==> config.mk <==
export PLATFORM = sky130hd
export DESIGN_NAME = hazardUnit
export DESIGN_NICKNAME = d
export VERILOG_FILES = /design/src/design/hazardPkg.sv /design/src/design/hazardUnit.sv /design/src/design/stallControl.sv /design/src/design/forwardSelect.sv /design/src/design/stageTracker.sv
export VERILOG_INCLUDE_DIRS = /design/src /design/src/design
export SDC_FILE = /design/constraint.sdc
export NUM_CORES = 1
export LEC_CHECK = 0
export BUFFER_PORTS_ARGS = -buffer_cell sky130_fd_sc_hd__buf_2
export CAP_MARGIN = 30
export CORE_MARGIN = 1.5
export CORE_UTILIZATION = 52
export CTS_CLUSTER_SIZE = 24
export DETAILED_ROUTE_END_ITERATION = 6
export PLACE_DENSITY = 0.75
export SLEW_MARGIN = 10
export SYNTH_ARGS = -nofsm -noshare
export SYNTH_HDL_FRONTEND = slang
export SYNTH_SLANG_ARGS = --single-unit
==> constraint.sdc <==
create_clock -name clk -period 1.9 [get_ports clk]
set_input_delay 0.19 -clock clk [delete_from_list [all_inputs] [get_ports clk]]
set_output_delay 0.19 -clock clk [all_outputs]
set_load 0.03 [all_outputs]
==> src/design/hazard_cfg.svh <==
`ifndef HAZARD_CFG_SVH
`define HAZARD_CFG_SVH

// Register file addressing
`define REG_IDX_W 5 // 32 architectural registers
`define REG_ZERO  5'd0 // Hardwired zero register

// Bypass select encoding
`define FWD_SEL_W 2

// EX operand: NEAR is EX result, MID is MEM1, FAR is MEM2
// ID read: NEAR is WB, MID is MEM1, FAR is MEM2
`define FWD_NONE 2'b00 // Register file value
`define FWD_NEAR 2'b01
`define FWD_MID  2'b10
`define FWD_FAR  2'b11

`endif
==> src/design/hazardPkg.sv <==
`include "hazard_cfg.svh"

// Types shared by the hazard control blocks and the testbench
package hazardPkg;

	// Architectural register number
	typedef logic [`REG_IDX_W-1:0] regIdxT;

	// Select code for one bypass multiplexer
	typedef logic [`FWD_SEL_W-1:0] fwdSelT;

endpackage

==> src/design/hazardUnit.sv <==
`timescale 1ns/1ps

// Hazard control for the seven-stage pipeline
module hazardUnit (
	input  logic              clk,
	input  logic              arstN,
	input  hazardPkg::regIdxT idRs,
	input  hazardPkg::regIdxT idRt,
	input  hazardPkg::regIdxT idRd,
	input  logic              idRegWrite,
	input  logic              idMemRead,
	input  logic              idBranch,
	input  logic              iCacheDataOk,
	input  logic              dCacheDataOk,
	input  logic              memFlush,
	output hazardPkg::fwdSelT exRsSel,
	output hazardPkg::fwdSelT exRtSel,
	output hazardPkg::fwdSelT idRsSel,
	output hazardPkg::fwdSelT idRtSel,
	output logic              pcWr,
	output logic              pfIfWr,
	output logic              ifIdWr,
	output logic              idExWr,
	output logic              exMem1Wr,
	output logic              mem1Mem2Wr,
	output logic              mem2WbWr,
	output logic              isStall
);

	hazardPkg::regIdxT exRd;
	hazardPkg::regIdxT mem1Rd;
	hazardPkg::regIdxT mem2Rd;
	hazardPkg::regIdxT wbRd;
	logic              exRegWrite;
	logic              mem1RegWrite;
	logic              mem2RegWrite;
	logic              wbRegWrite;
	logic              exMemRead;
	logic              mem1MemRead;
	logic              mem2MemRead;

	stageTracker tracker_i (
		.clk          (clk),
		.arstN        (arstN),
		.idRd         (idRd),
		.idRegWrite   (idRegWrite),
		.idMemRead    (idMemRead),
		.memFlush     (memFlush),
		.ifIdWr       (ifIdWr),
		.idExWr       (idExWr),
		.exMem1Wr     (exMem1Wr),
		.mem1Mem2Wr   (mem1Mem2Wr),
		.mem2WbWr     (mem2WbWr),
		.exRd         (exRd),
		.mem1Rd       (mem1Rd),
		.mem2Rd       (mem2Rd),
		.wbRd         (wbRd),
		.exRegWrite   (exRegWrite),
		.mem1RegWrite (mem1RegWrite),
		.mem2RegWrite (mem2RegWrite),
		.wbRegWrite   (wbRegWrite),
		.exMemRead    (exMemRead),
		.mem1MemRead  (mem1MemRead),
		.mem2MemRead  (mem2MemRead)
	);

	forwardSelect bypass_i (
		.idRs         (idRs),
		.idRt         (idRt),
		.exRd         (exRd),
		.mem1Rd       (mem1Rd),
		.mem2Rd       (mem2Rd),
		.wbRd         (wbRd),
		.exRegWrite   (exRegWrite),
		.mem1RegWrite (mem1RegWrite),
		.mem2RegWrite (mem2RegWrite),
		.wbRegWrite   (wbRegWrite),
		.exRsSel      (exRsSel),
		.exRtSel      (exRtSel),
		.idRsSel      (idRsSel),
		.idRtSel      (idRtSel)
	);

	stallControl stall_i (
		.idRs         (idRs),
		.idRt         (idRt),
		.idBranch     (idBranch),
		.exRd         (exRd),
		.mem1Rd       (mem1Rd),
		.mem2Rd       (mem2Rd),
		.exRegWrite   (exRegWrite),
		.mem1RegWrite (mem1RegWrite),
		.mem2RegWrite (mem2RegWrite),
		.exMemRead    (exMemRead),
		.mem1MemRead  (mem1MemRead),
		.mem2MemRead  (mem2MemRead),
		.iCacheDataOk (iCacheDataOk),
		.dCacheDataOk (dCacheDataOk),
		.memFlush     (memFlush),
		.pcWr         (pcWr),
		.pfIfWr       (pfIfWr),
		.ifIdWr       (ifIdWr),
		.idExWr       (idExWr),
		.exMem1Wr     (exMem1Wr),
		.mem1Mem2Wr   (mem1Mem2Wr),
		.mem2WbWr     (mem2WbWr),
		.isStall      (isStall)
	);

endmodule

==> src/design/stallControl.sv <==
`timescale 1ns/1ps

// Load-use and branch hazard detection plus per-stage write enables
module stallControl (
	input  hazardPkg::regIdxT idRs,
	input  hazardPkg::regIdxT idRt,
	input  logic              idBranch,
	input  hazardPkg::regIdxT exRd,
	input  hazardPkg::regIdxT mem1Rd,
	input  hazardPkg::regIdxT mem2Rd,
	input  logic              exRegWrite,
	input  logic              mem1RegWrite,
	input  logic              mem2RegWrite,
	input  logic              exMemRead,
	input  logic              mem1MemRead,
	input  logic              mem2MemRead,
	input  logic              iCacheDataOk,
	input  logic              dCacheDataOk,
	input  logic              memFlush,
	output logic              pcWr,
	output logic              pfIfWr,
	output logic              ifIdWr,
	output logic              idExWr,
	output logic              exMem1Wr,
	output logic              mem1Mem2Wr,
	output logic              mem2WbWr,
	output logic              isStall
);

	logic exHit;
	logic mem1Hit;
	logic mem2Hit;
	logic exStall;
	logic mem1Stall;
	logic mem2Stall;
	logic dataStall;
	logic wholeStall;

	// A stage hits when it writes a register the ID instruction reads
	assign exHit   = exRegWrite & ((exRd == idRs) | (exRd == idRt));
	assign mem1Hit = mem1RegWrite & ((mem1Rd == idRs) | (mem1Rd == idRt));
	assign mem2Hit = mem2RegWrite & ((mem2Rd == idRs) | (mem2Rd == idRt));

	assign exStall   = exHit & (exMemRead | idBranch); // Branch compares in ID
	assign mem1Stall = mem1Hit & mem1MemRead; // Load data not back yet
	assign mem2Stall = mem2Hit & mem2MemRead & idBranch; // Too late for branch compare

	assign dataStall  = exStall | mem1Stall | mem2Stall;
	assign wholeStall = ~iCacheDataOk | ~dCacheDataOk; // Either cache busy
	assign isStall    = wholeStall | dataStall;

	always_comb begin
		if (memFlush) begin
			// Redirect front end, drain the back end once data is ready
			pcWr       = 1'b1;
			pfIfWr     = 1'b1;
			ifIdWr     = 1'b1;
			idExWr     = 1'b1;
			exMem1Wr   = 1'b1;
			mem1Mem2Wr = dCacheDataOk;
			mem2WbWr   = dCacheDataOk;
		end else if (wholeStall) begin
			pcWr       = 1'b0; // Freeze everything
			pfIfWr     = 1'b0;
			ifIdWr     = 1'b0;
			idExWr     = 1'b0;
			exMem1Wr   = 1'b0;
			mem1Mem2Wr = 1'b0;
			mem2WbWr   = 1'b0;
		end else if (dataStall) begin
			pcWr       = 1'b0; // Hold PC through ID
			pfIfWr     = 1'b0;
			ifIdWr     = 1'b0;
			idExWr     = 1'b1; // Bubble goes into EX
			exMem1Wr   = 1'b1;
			mem1Mem2Wr = 1'b1;
			mem2WbWr   = 1'b1;
		end else begin
			pcWr       = 1'b1;
			pfIfWr     = 1'b1;
			ifIdWr     = 1'b1;
			idExWr     = 1'b1;
			exMem1Wr   = 1'b1;
			mem1Mem2Wr = 1'b1;
			mem2WbWr   = 1'b1;
		end
	end

endmodule

==> src/design/forwardSelect.sv <==
`timescale 1ns/1ps
`include "hazard_cfg.svh"

// Bypass multiplexer selects for the ID read port and the EX operand port
module forwardSelect (
	input  hazardPkg::regIdxT idRs,
	input  hazardPkg::regIdxT idRt,
	input  hazardPkg::regIdxT exRd,
	input  hazardPkg::regIdxT mem1Rd,
	input  hazardPkg::regIdxT mem2Rd,
	input  hazardPkg::regIdxT wbRd,
	input  logic              exRegWrite,
	input  logic              mem1RegWrite,
	input  logic              mem2RegWrite,
	input  logic              wbRegWrite,
	output hazardPkg::fwdSelT exRsSel,
	output hazardPkg::fwdSelT exRtSel,
	output hazardPkg::fwdSelT idRsSel,
	output hazardPkg::fwdSelT idRtSel
);

	// Youngest writer wins, EX before MEM1 before MEM2
	function automatic hazardPkg::fwdSelT exOperandSel(input hazardPkg::regIdxT src);
		hazardPkg::fwdSelT sel;
		if (exRegWrite && (exRd == src)) begin
			sel = `FWD_NEAR; // EX result
		end else if (mem1RegWrite && (mem1Rd == src)) begin
			sel = `FWD_MID; // MEM1 result
		end else if (mem2RegWrite && (mem2Rd == src)) begin
			sel = `FWD_FAR; // MEM2 result
		end else begin
			sel = `FWD_NONE;
		end
		return sel;
	endfunction

	// An EX producer stalls ID instead, so the search starts at MEM1
	function automatic hazardPkg::fwdSelT idReadSel(input hazardPkg::regIdxT src);
		hazardPkg::fwdSelT sel;
		if (mem1RegWrite && (mem1Rd == src)) begin
			sel = `FWD_MID; // MEM1 into ID
		end else if (mem2RegWrite && (mem2Rd == src)) begin
			sel = `FWD_FAR; // MEM2 into ID
		end else if (wbRegWrite && (wbRd == src)) begin
			sel = `FWD_NEAR; // WB into ID
		end else begin
			sel = `FWD_NONE;
		end
		return sel;
	endfunction

	always_comb begin
		exRsSel = exOperandSel(idRs);
		exRtSel = exOperandSel(idRt);
	end

	always_comb begin
		idRsSel = idReadSel(idRs);
		idRtSel = idReadSel(idRt);
	end

endmodule

==> src/design/stageTracker.sv <==
`timescale 1ns/1ps
`include "hazard_cfg.svh"

// Write-back descriptors of the instructions in EX, MEM1, MEM2 and WB
module stageTracker (
	input  logic              clk,
	input  logic              arstN,
	input  hazardPkg::regIdxT idRd,
	input  logic              idRegWrite,
	input  logic              idMemRead,
	input  logic              memFlush,
	input  logic              ifIdWr,
	input  logic              idExWr,
	input  logic              exMem1Wr,
	input  logic              mem1Mem2Wr,
	input  logic              mem2WbWr,
	output hazardPkg::regIdxT exRd,
	output hazardPkg::regIdxT mem1Rd,
	output hazardPkg::regIdxT mem2Rd,
	output hazardPkg::regIdxT wbRd,
	output logic              exRegWrite,
	output logic              mem1RegWrite,
	output logic              mem2RegWrite,
	output logic              wbRegWrite,
	output logic              exMemRead,
	output logic              mem1MemRead,
	output logic              mem2MemRead
);

	logic idWritesReg;

	// A write to r0 is architecturally a no-op, so it never enters as a writer
	assign idWritesReg = idRegWrite & (idRd != `REG_ZERO);

	always_ff @(posedge clk or negedge arstN) begin
		if (!arstN) begin
			exRegWrite <= 1'b0;
			exMemRead  <= 1'b0;
		end else if (memFlush) begin
			exRegWrite <= 1'b0; // Squashed by MEM1 exception
			exMemRead  <= 1'b0;
		end else if (idExWr) begin
			if (ifIdWr) begin
				exRegWrite <= idWritesReg;
				exMemRead  <= idMemRead;
			end else begin
				exRegWrite <= 1'b0; // ID held, bubble into EX
				exMemRead  <= 1'b0;
			end
		end
	end

	always_ff @(posedge clk or negedge arstN) begin
		if (!arstN) begin
			mem1RegWrite <= 1'b0;
			mem1MemRead  <= 1'b0;
		end else if (memFlush) begin
			mem1RegWrite <= 1'b0; // Faulting instruction dropped
			mem1MemRead  <= 1'b0;
		end else if (exMem1Wr) begin
			mem1RegWrite <= exRegWrite;
			mem1MemRead  <= exMemRead;
		end
	end

	always_ff @(posedge clk or negedge arstN) begin
		if (!arstN) begin
			mem2RegWrite <= 1'b0;
			mem2MemRead  <= 1'b0;
		end else if (mem1Mem2Wr) begin
			mem2RegWrite <= mem1RegWrite;
			mem2MemRead  <= mem1MemRead;
		end
	end

	always_ff @(posedge clk or negedge arstN) begin
		if (!arstN) begin
			wbRegWrite <= 1'b0;
		end else if (mem2WbWr) begin
			wbRegWrite <= mem2RegWrite;
		end
	end

	// Destination indices only matter while the matching write flag is set
	always_ff @(posedge clk) begin
		if (idExWr) begin
			exRd <= idRd;
		end
		if (exMem1Wr) begin
			mem1Rd <= exRd;
		end
		if (mem1Mem2Wr) begin
			mem2Rd <= mem1Rd;
		end
		if (mem2WbWr) begin
			wbRd <= mem2Rd;
		end
	end

endmodule

Yosys cells after proc, flatten, opt, wreduce, memory -nomap -nowiden

Index checks and enable logic that the tools add are counted.

Output and inout port bits: 16
Register bits: 27
Bits of input ports: 23

Reduce and logical (&&, ||, !) cells: 10
Mux-type cells: 28
Eq/ne operators: 8
Bitwise operators: 18

Operators by type and width:

| operator            | number |
|---|---|
| equality test 5 bit | 8 |
| 2-to-1 mux 2 bit    | 10 |
| 2-to-1 mux 1 bit    | 18 |
| bitwise AND 1 bit   | 8 |
| logical AND 1 bit   | 8 |
| bitwise OR 1 bit    | 8 |
| nonzero test 5 bit  | 1 |
| NOT 1 bit           | 2 |
| nonzero test 2 bit  | 1 |

Longest topological paths before layout

Gate-level depths: netlist of run 1.

Depth in word-level cells: 12
Depth in mapped cells: 7
Gate-level depth less buffers: 5

By module

A second synthesis of run 1 with hierarchy kept.

Cell total of the unflattened synthesis: 163
Area, all modules: 1814.2 µm²

Modules (own cells, without submodules):

| module        | area an instance (µm²) | times used | sequential area each (µm²) | cells each |
|---|---|---|---|---|
| stageTracker  | 883.3                  | 1          | 775.7                      | 42 |
| forwardSelect | 514.2                  | 1          | 0.0                        | 66 |
| stallControl  | 416.6                  | 1          | 0.0                        | 55 |

Worst setup path after synthesis of run 1

No wires, ideal clock.

Path type: reg2out
From: register tracker_i.mem1Rd[0]
To: output port exRsSel[1]
Path buffers: 0
Data required time: 1710 ps
Arrival: 1876 ps
Cell stages (with the launch flop): 5
Slack: -166 ps
Path through: edfxtp_1 -> xnor2_1 -> nand4_1 -> o21ai_0 -> o21a_1

Cells in the longest elaborated chain, start to end: 4

RTL lines:

| element                  | RTL line            | source |
|---|---|---|
| start: declaration       | stageTracker.sv:18  | `output hazardPkg::regIdxT mem1Rd,` |
| start signal: assignment | stageTracker.sv:90  | `mem1Rd <= exRd;` |
| equality test 5 bit      | forwardSelect.sv:27 | `end else if (mem1RegWrite && (mem1Rd == src)) begin` |
| logical AND 1 bit        | forwardSelect.sv:27 |  |
| 2-to-1 mux 2 bit         | forwardSelect.sv:27 |  |
| 2-to-1 mux 2 bit         | forwardSelect.sv:25 | `if (exRegWrite && (exRd == src)) begin` |
| end: declaration         | hazardUnit.sv:16    | `output hazardPkg::fwdSelT exRsSel,` |

Every way passes these cells.

Worst setup path in the final report of run 1

From: register tracker_i.mem1Rd[0]
To: output port ifIdWr

Cells in the longest elaborated chain, start to end: 9

RTL lines:

| element                            | RTL line           | source |
|---|---|---|
| equality test 5 bit                | stallControl.sv:41 | `assign mem1Hit = mem1RegWrite & ((mem1Rd == idRs) \| (mem1Rd == idRt));` |
| bitwise OR 1 bit (*)               | stallControl.sv:41 |  |
| bitwise AND 1 bit (*)              | stallControl.sv:41 |  |
| bitwise AND 1 bit (*)              | stallControl.sv:45 | `assign mem1Stall = mem1Hit & mem1MemRead;` |
| bitwise OR 1 bit (*) (2 in series) | stallControl.sv:48 | `assign dataStall = exStall \| mem1Stall \| mem2Stall;` |
| 2-to-1 mux 1 bit (*)               | stallControl.sv:70 | `end else if (dataStall) begin` |
| 2-to-1 mux 1 bit (*)               | stallControl.sv:62 | `end else if (wholeStall) begin` |
| 2-to-1 mux 1 bit (*)               | stallControl.sv:53 | `if (memFlush) begin` |
| end: declaration                   | hazardUnit.sv:22   | `output logic ifIdWr,` |

Every way passes the cells marked *; elsewhere a longest branch is shown, timed or not.

==> metrics.md, run 1 <==
| Metric | Value |
|---|---|
| Status | `complete, but fails checks` |
| Failing checks | `DRC, setup timing` |
| Critical path's slowest cell | `edfxtp_1` |
| Synth-to-Final Area Change | `24.60%` |
| TritonCTS buffer count | `3` |
| Die height | `roughly 58 microns` |
| Hold Fails Final Rpt | `0` |
| Clock Latency Late Sink | `between 0.3 and 0.4 ns` |
| Post-Syn Area | `~1600 sq um` |
| Initial antenna violation count | `0` |
| Nets | `201` |
| I/O Buffers | `38` |
| Post-synth cell types | `27` |
| Post-DRT Antenna Nets | `0` |
| First-pass GRT wire length | `5395 microns` |
| Worst hold path class | `input port to register` |
| Net count after synthesis | `around 150` |
| Yosys warns | `0` |
| Syn_area_per_cell | `~12 sq um` |
| Worst VDD drop | `roughly 0.00049 V` |
| Crit path DAT | `~2 ns` |
| Tcrit/Tclk final | `1.154` |
| Synth Instances | `about 130` |
| Max Slew Vio Count | `0` |
| WL per Instance | `16.16 microns` |
| Dpl hpwl | `2464 microns` |
| Vias | `1184` |
| Maximum clock rate | `0.4560 GHz` |
| Vias in the first global route | `~1200` |
| CP cell instances | `xnor2_1, nand4_1, o22ai_2, a2111oi_4, or2_4, buf_6` |
| Unrepaired setup endpoints after global routing | `yes` |
| Setup crit start kind | `register` |
| P_leak | `around 0.75 nW` |
| Pwr Total | `~0.0013 W` |
| Core Box Area | `around 2800 sq um` |
| Final Worst Setup Slack | `-0.2929 ns` |
| I/O pin total | `39` |
| Final RePlAce weighted congestion | `0.8641` |
| Initial Util | `0.5549` |
| CP delay by family, top | `flip-flops` |
| Gr usage total | `0.2132` |
| Crit Path Class | `register to primary output` |
| Final setup skew | `0.008085 ns` |
| Root buffer cell | `clkbuf_4` |
| Worst Path Buf+Inv | `1` |
| Max-cap violations | `0` |
| Slew of the pin with the lowest slew margin | `around 0.44 ns` |
| CP peak stage delay | `approximately 0.48 ns` |
| Commonest non-fill, non-tap cells in the layout | `xnor2_1, buf_2, edfxtp_1` |
| Die area | `~3300 sq um` |
| Post-Route Utilization | `0.6913` |
| TritonCTS Sinks | `27` |
| Slew headroom | `0.7079` |
| Layout cells sized above 1 | `0.3898` |
| Worst path required time | `between 1.5 and 2 ns` |
| Grt ovf | `0` |
| Fin crit period | `~2.2 ns` |
| Total Wirelength | `3361 microns` |
| Seq/Total Area, Yosys | `0.4984` |
| Cell Pwr Density | `650.1 nW/um^2` |
| Clock-pin slew on the worst setup and hold paths | `~0.14 ns` |
| Drt first pass iters | `7` |
| Die width | `around 58 microns` |
| CP endpoint kind | `primary output` |
| # rows | `19` |
| Yosys reg bits | `27` |
| Initial DRC count | `54` |
| Final setup fails | `12` |
| Via-per-instance ratio | `5.692` |
| N_diodes | `0` |
| Commonest non-fill, non-tap cell in the layout | `xnor2_1` |
| DRC | `2` |
| CTS Buffer Depth | `2` |
| Largest fanout on the critical path | `3` |
| CTS tree | `yes` |
| H-tree levels | `1` |
| Pin count of the biggest net entering global routing | `15` |
## path summary, 6_finish.rpt
path	from	endpoint	slack, ns	depth (start not counted)
max in group asynchronous	arstN	tracker_i.mem1RegWrite	1.54	2
setup / recovery	tracker_i.mem1Rd[0]	ifIdWr	-0.29	6
hold reg to reg	tracker_i.exRd[1]	tracker_i.mem1Rd[1]	0.54	0
hold / removal	idRd[1]	tracker_i.exRd[1]	0.04	1
setup reg to reg	tracker_i.mem1Rd[0]	tracker_i.exMemRead	0.15	6
min in group asynchronous	arstN	tracker_i.mem2RegWrite	0.20	2
## kinds of logic (layout without fill, tap and decap cells)
family,after synthesis,in the layout,synth area share
simple gates,32,32,0.1134
mux,3,3,0.02170
flops,27,27,0.4984
xor+xnor,40,40,0.2251
buf+inv,10,56,0.03938
compound gates,19,19,0.1021
## cell type report
| cell class | instances | area (sq um) |
|---|---|---|
| Clock buffer | 4 | 26.28 |
| Fill cell | 212 | 865.8 |
| Inverter | 4 | 15.01 |
| Multi-Input combinational cell | 94 | 759.5 |
| Sequential cell | 27 | 775.7 |
| Tap cell | 31 | 38.79 |
| Timing Repair Buffer | 48 | 324.1 |
## stage by stage
| step | std cells | setup slack, ns | hold slack, ns | setup TNS, ns | instance area (sq um) |
|---|---|---|---|---|---|
| 5_1_grt | 208 | -0.3663 | 0.02980 | -3.104 | 1939 |
| 3_5_place_dp | 196 | 0.03029 | 0.03372 | 0 | 1760 |
| 2_1_floorplan | 131 | -0.03281 | -0.1056 | -0.03281 | 1563 |
| 3_3_place_gp | 196 | 0.07347 | 0.02839 | 0 | 1760 |
| 4_1_cts | 205 | -0.2592 | 0.03973 | -1.749 | 1903 |
| 6_report | 208 | -0.2929 | 0.04180 | -2.077 | 1939 |
## cells in the mapped netlist (all sizes together)
cell type   n  area, sq um
inv         4        15.01
nand3       6        30.03
mux2        3        33.78
nand2      10        37.54
o22ai       4        31.28
nor2        2        7.510
or2         4        25.03
xnor2      32        280.3
o21ai       3        15.01
o32ai       1        16.27
xor2        8        70.07
nor4        2        12.51
a32o        2        21.27
buf         6        46.29
o21a        3        22.52
a21oi       5        25.02
nand4       7        56.30
a2111oi     1        27.53
edfxtp     20        600.6
or4         1        7.510
dfrtp       7        175.2
## layer usage
| metal | part of all wire | track usage | vias to the layer above |
|---|---|---|---|
| li1 | - | - | 562 |
| met1 | 0.43 | 0.2950 | 574 |
| met2 | 0.51 | 0.3604 | 39 |
| met3 | 0.038 | 0.02009 | 9 |
| met4 | 0.023 | 0.05980 | 0 |
| met5 | 0 | 0 | - |
## power breakdown
group          switching (W)  leakage [nW]  total (W)  internal [W]
Combinational       0.000144         0.438   0.000279      0.000135
Clock               0.000168        0.0150   0.000251     0.0000824
Sequential         0.0000434         0.292   0.000731      0.000688
## worst register-to-register path, cell delays in order (launching register included)
cell	delay, ns
edfxtp_1	0.48
xnor2_1	0.22
nand4_1	0.20
o22ai_2	0.29
a2111oi_4	0.06
buf_4	0.15
a32o_2	0.25
## repair_timing
| item | 4_1_cts | 5_1_grt |
|---|---|---|
| gates resized for setup | 23 | 2 |
| hold buffers | 1 | 0 |
| setup endpoints to repair | 12 | 12 |
| endpoints found under the hold margin | 7 | 0 |
| pin swaps | 13 | 2 |
| setup buffers | 4 | 3 |
## registers in the layout, indices dropped and copies added, names as in the netlist, 5 cells and up
signal / cells
tracker_i.mem2Rd: 5
tracker_i.mem1Rd: 5
tracker_i.exRd: 5
tracker_i.wbRd: 5
(Power assumes the default switching activity.)
==> run 2: changes to the inputs <==
--- a/config.mk
+++ b/config.mk
@@ -18,2 +18,3 @@
 export SYNTH_HDL_FRONTEND = slang
 export SYNTH_SLANG_ARGS = --single-unit
+export TNS_END_PERCENT = 20
==> constraint.sdc (replaced) <==
create_clock -name clk -period 1.9 [get_ports clk]
set_input_delay 0.19 -clock clk [delete_from_list [all_inputs] [get_ports clk]]
set_output_delay 0.19 -clock clk [all_outputs]
set_load 0.02 [all_outputs]
==> metrics.md, run 2 (same netlist as run 1, synthesis figures left out) <==
| Metric | Value |
|---|---|
| Slew headroom | `0.7149 (was 0.7079)` |
| CP endpoint kind | `primary output (unchanged)` |
| Worst path required time | `1.71 ns (about the same)` |
| CP peak stage delay | `0.46 ns (was 0.48 ns)` |
| Cell Pwr Density | `663.9 nW/um^2 (was 650.1 nW/um^2)` |
| Worst r2r path cells | `6 (unchanged)` |
| Post-DP Area | `1747 sq um (was 1760 sq um)` |
| Initial DRC count | `27 (was 54)` |
| I/O Buffers | `38 (unchanged)` |
| Die width | `57.71 microns (unchanged)` |
| Die height | `57.71 microns (unchanged)` |
| Clock-pin slew on the worst setup and hold paths | `0.15 ns (was 0.14 ns)` |
| Min-delay src | `idRd[1] (unchanged)` |
| Vias | `1112 (was 1184)` |
| Layout cells sized above 1 | `0.3488 (was 0.3898)` |
| Worst hold path class | `input port to register (unchanged)` |
| Maximum clock rate | `0.4551 GHz (was 0.4560 GHz)` |
| Commonest non-fill, non-tap cells in the layout | `buf_2, xnor2_1, edfxtp_1 (was xnor2_1, buf_2, edfxtp_1)` |
| WL per Instance | `15.48 microns (was 16.16 microns)` |
| I/O pin total | `39 (unchanged)` |
| Largest fanout on the critical path | `3 (unchanged)` |
| CTS tree | `yes (unchanged)` |
| FF-to-FF setup slack | `0.18 ns (was 0.15 ns)` |
| Hold Slack | `0.03331 ns (was 0.04180 ns)` |
| Grt ovf | `0 (unchanged)` |
| Initial antenna violation count | `0 (unchanged)` |
| Nets | `196 (was 201)` |
| Final RePlAce weighted congestion | `0.8673 (was 0.8641)` |
| Layout fillers | `207 (was 212)` |
| CTS Buffer Depth | `2 (unchanged)` |
| Max Slew Vio Count | `0 (unchanged)` |
| Final setup fails | `12 (unchanged)` |
| Failing checks | `DRC, setup timing (unchanged)` |
| Crit Path Class | `register to primary output (unchanged)` |
| Gr usage total | `0.2096 (was 0.2132)` |
| Root buffer cell | `clkbuf_4 (unchanged)` |
| Pin count of the biggest net entering global routing | `15 (unchanged)` |
| Via-per-instance ratio | `5.478 (was 5.692)` |
| Pwr Total | `0.001226 W (was 0.001261 W)` |
| P_leak | `0.6992 nW (was 0.7453 nW)` |
| CP cell instances | `xnor2_1, nand4_1, o22ai_2, a2111oi_4, or2_1, buf_2 (was xnor2_1, nand4_1, o22ai_2, a2111oi_4, or2_4, buf_6)` |
| H-tree levels | `1 (unchanged)` |
| TritonCTS Sinks | `27 (unchanged)` |
| Post-DRT Antenna Nets | `0 (unchanged)` |
| Initial Util | `0.5549 (unchanged)` |
| Max-cap violations | `0 (unchanged)` |
| Fin crit period | `2.197 ns (was 2.193 ns)` |
| Post-Route Utilization | `0.6583 (was 0.6913)` |
| Slew of the pin with the lowest slew margin | `0.4272 ns (was 0.4376 ns)` |
| Final Worst Setup Slack | `-0.2973 ns (was -0.2929 ns)` |
| Status | `complete, but fails checks (unchanged)` |
| First-pass GRT wire length | `5175 microns (was 5395 microns)` |
| Critical path's slowest cell | `edfxtp_1 (unchanged)` |
| Total Wirelength | `3142 microns (was 3361 microns)` |
| Worst VDD drop | `0.0004418 V (was 0.0004895 V)` |
| DP Cell Count | `195 (was 196)` |
| Reg2reg end | `tracker_i.exMemRead (unchanged)` |
| Cell area after layout | `1847 sq um (was 1939 sq um)` |
| Hold Fails Final Rpt | `0 (unchanged)` |
| Core Box Area | `2805 sq um (unchanged)` |
| Unrepaired setup endpoints after global routing | `yes (unchanged)` |
| TritonCTS buffer count | `3 (unchanged)` |
| N_diodes | `0 (unchanged)` |
| Crit Reg-Reg Startpoint | `tracker_i.mem1Rd[0] (unchanged)` |
| Clock Latency Late Sink | `0.33 ns (about the same)` |
| Drt first pass iters | `6 (was 7)` |
| Worst Setup SP | `tracker_i.mem1Rd[0] (unchanged)` |
| Setup crit start kind | `register (unchanged)` |
| Die area | `3330 sq um (unchanged)` |
| Final setup skew | `0.01013 ns (was 0.008085 ns)` |
| Post-route non-filler standard cell count | `203 (was 208)` |
| # rows | `19 (unchanged)` |
| Vias in the first global route | `1141 (was 1150)` |
| Crit path DAT | `2.01 ns (was 2.00 ns)` |
| DRC | `4 (was 2)` |
| Tcrit/Tclk final | `1.156 (was 1.154)` |
| Synth-to-Final Area Change | `18.65% (was 24.60%)` |
| Dpl hpwl | `2505 microns (was 2464 microns)` |
| Setup crit end | `pcWr (was ifIdWr)` |
| Commonest non-fill, non-tap cell in the layout | `buf_2 (was xnor2_1)` |
run 2: cell count changes in the layout (fill, tap and decap cells not counted), moves of 2 or more:
cell / change
xnor2_1: +2
xnor2_2: -2
buf_2: +8
buf_4: -7
buf_6: -6
run 2: per-stage QoR:
stage | worst slack (ns) | setup TNS [ns]
after floorplan | 0.07362 | 0
after global placement | 0.1001 | 0
after detailed placement | 0.02438 | 0
after CTS | -0.2885 | -1.926
after global routing | -0.3853 | -3.476
final | -0.2973 | -2.235
run 2: cell type report:
cell class / instances / area, sq um / area share
Clock buffer: 4 / 26.28 / 0.01423
Multi-Input combinational cell: 94 / 747.0 / 0.4045
Tap cell: 31 / 38.79 / 0.02100
Timing Repair Buffer: 43 / 244.0 / 0.1321
Inverter: 4 / 15.01 / 0.008130
Sequential cell: 27 / 775.7 / 0.4201
run 2: report_power, final:
part           internal (W)  switching, W  leakage (nW)  total [W]
Clock             0.0000825      0.000171        0.0150   0.000254
Combinational      0.000117      0.000127         0.392   0.000244
Sequential         0.000688     0.0000405         0.292   0.000728
Total              0.000887      0.000339         0.699    0.00123
run 2: repair_timing:
item / in CTS / in global routing
endpoints found under the setup margin: 12 / 12
setup buffers: 2 / 1
endpoints found under the hold margin: 7 / 0
pin swaps: 8 / 3
hold buffers: 1 / 0
gates resized for setup: 7 / 4
run 2: how the worst min path moves through the flow:
stage	endpoint	slack, ns	cells past startpoint
2_1_floorplan	tracker_i.exMemRead	-0.11	0
3_3_place_gp	tracker_i.mem2RegWrite	0.03	1
3_5_place_dp	tracker_i.mem2MemRead	0.04	1
4_1_cts	tracker_i.exRd[1]	0.02	1
5_1_grt	tracker_i.exRd[3]	0.02	1
6_report	tracker_i.exRd[1]	0.03	1
run 2: worst max-delay path, delay by kind of cell (launching register included):
kind,cells,cell delay (ns)
and+or+nand+nor,2,0.49
xor gates and xnor gates,1,0.20
AOI/OAI and AO/OA,2,0.34
buffers and inverters,1,0.17
DFF,1,0.46
run 2: metal layers:
metal,part of all wire,up-vias,GRT usage
met2,0.48,30,0.3409
met3,0.057,5,0.02455
met4,0.024,0,0.09967
met1,0.44,529,0.2805
li1,-,548,-
met5,0,-,0
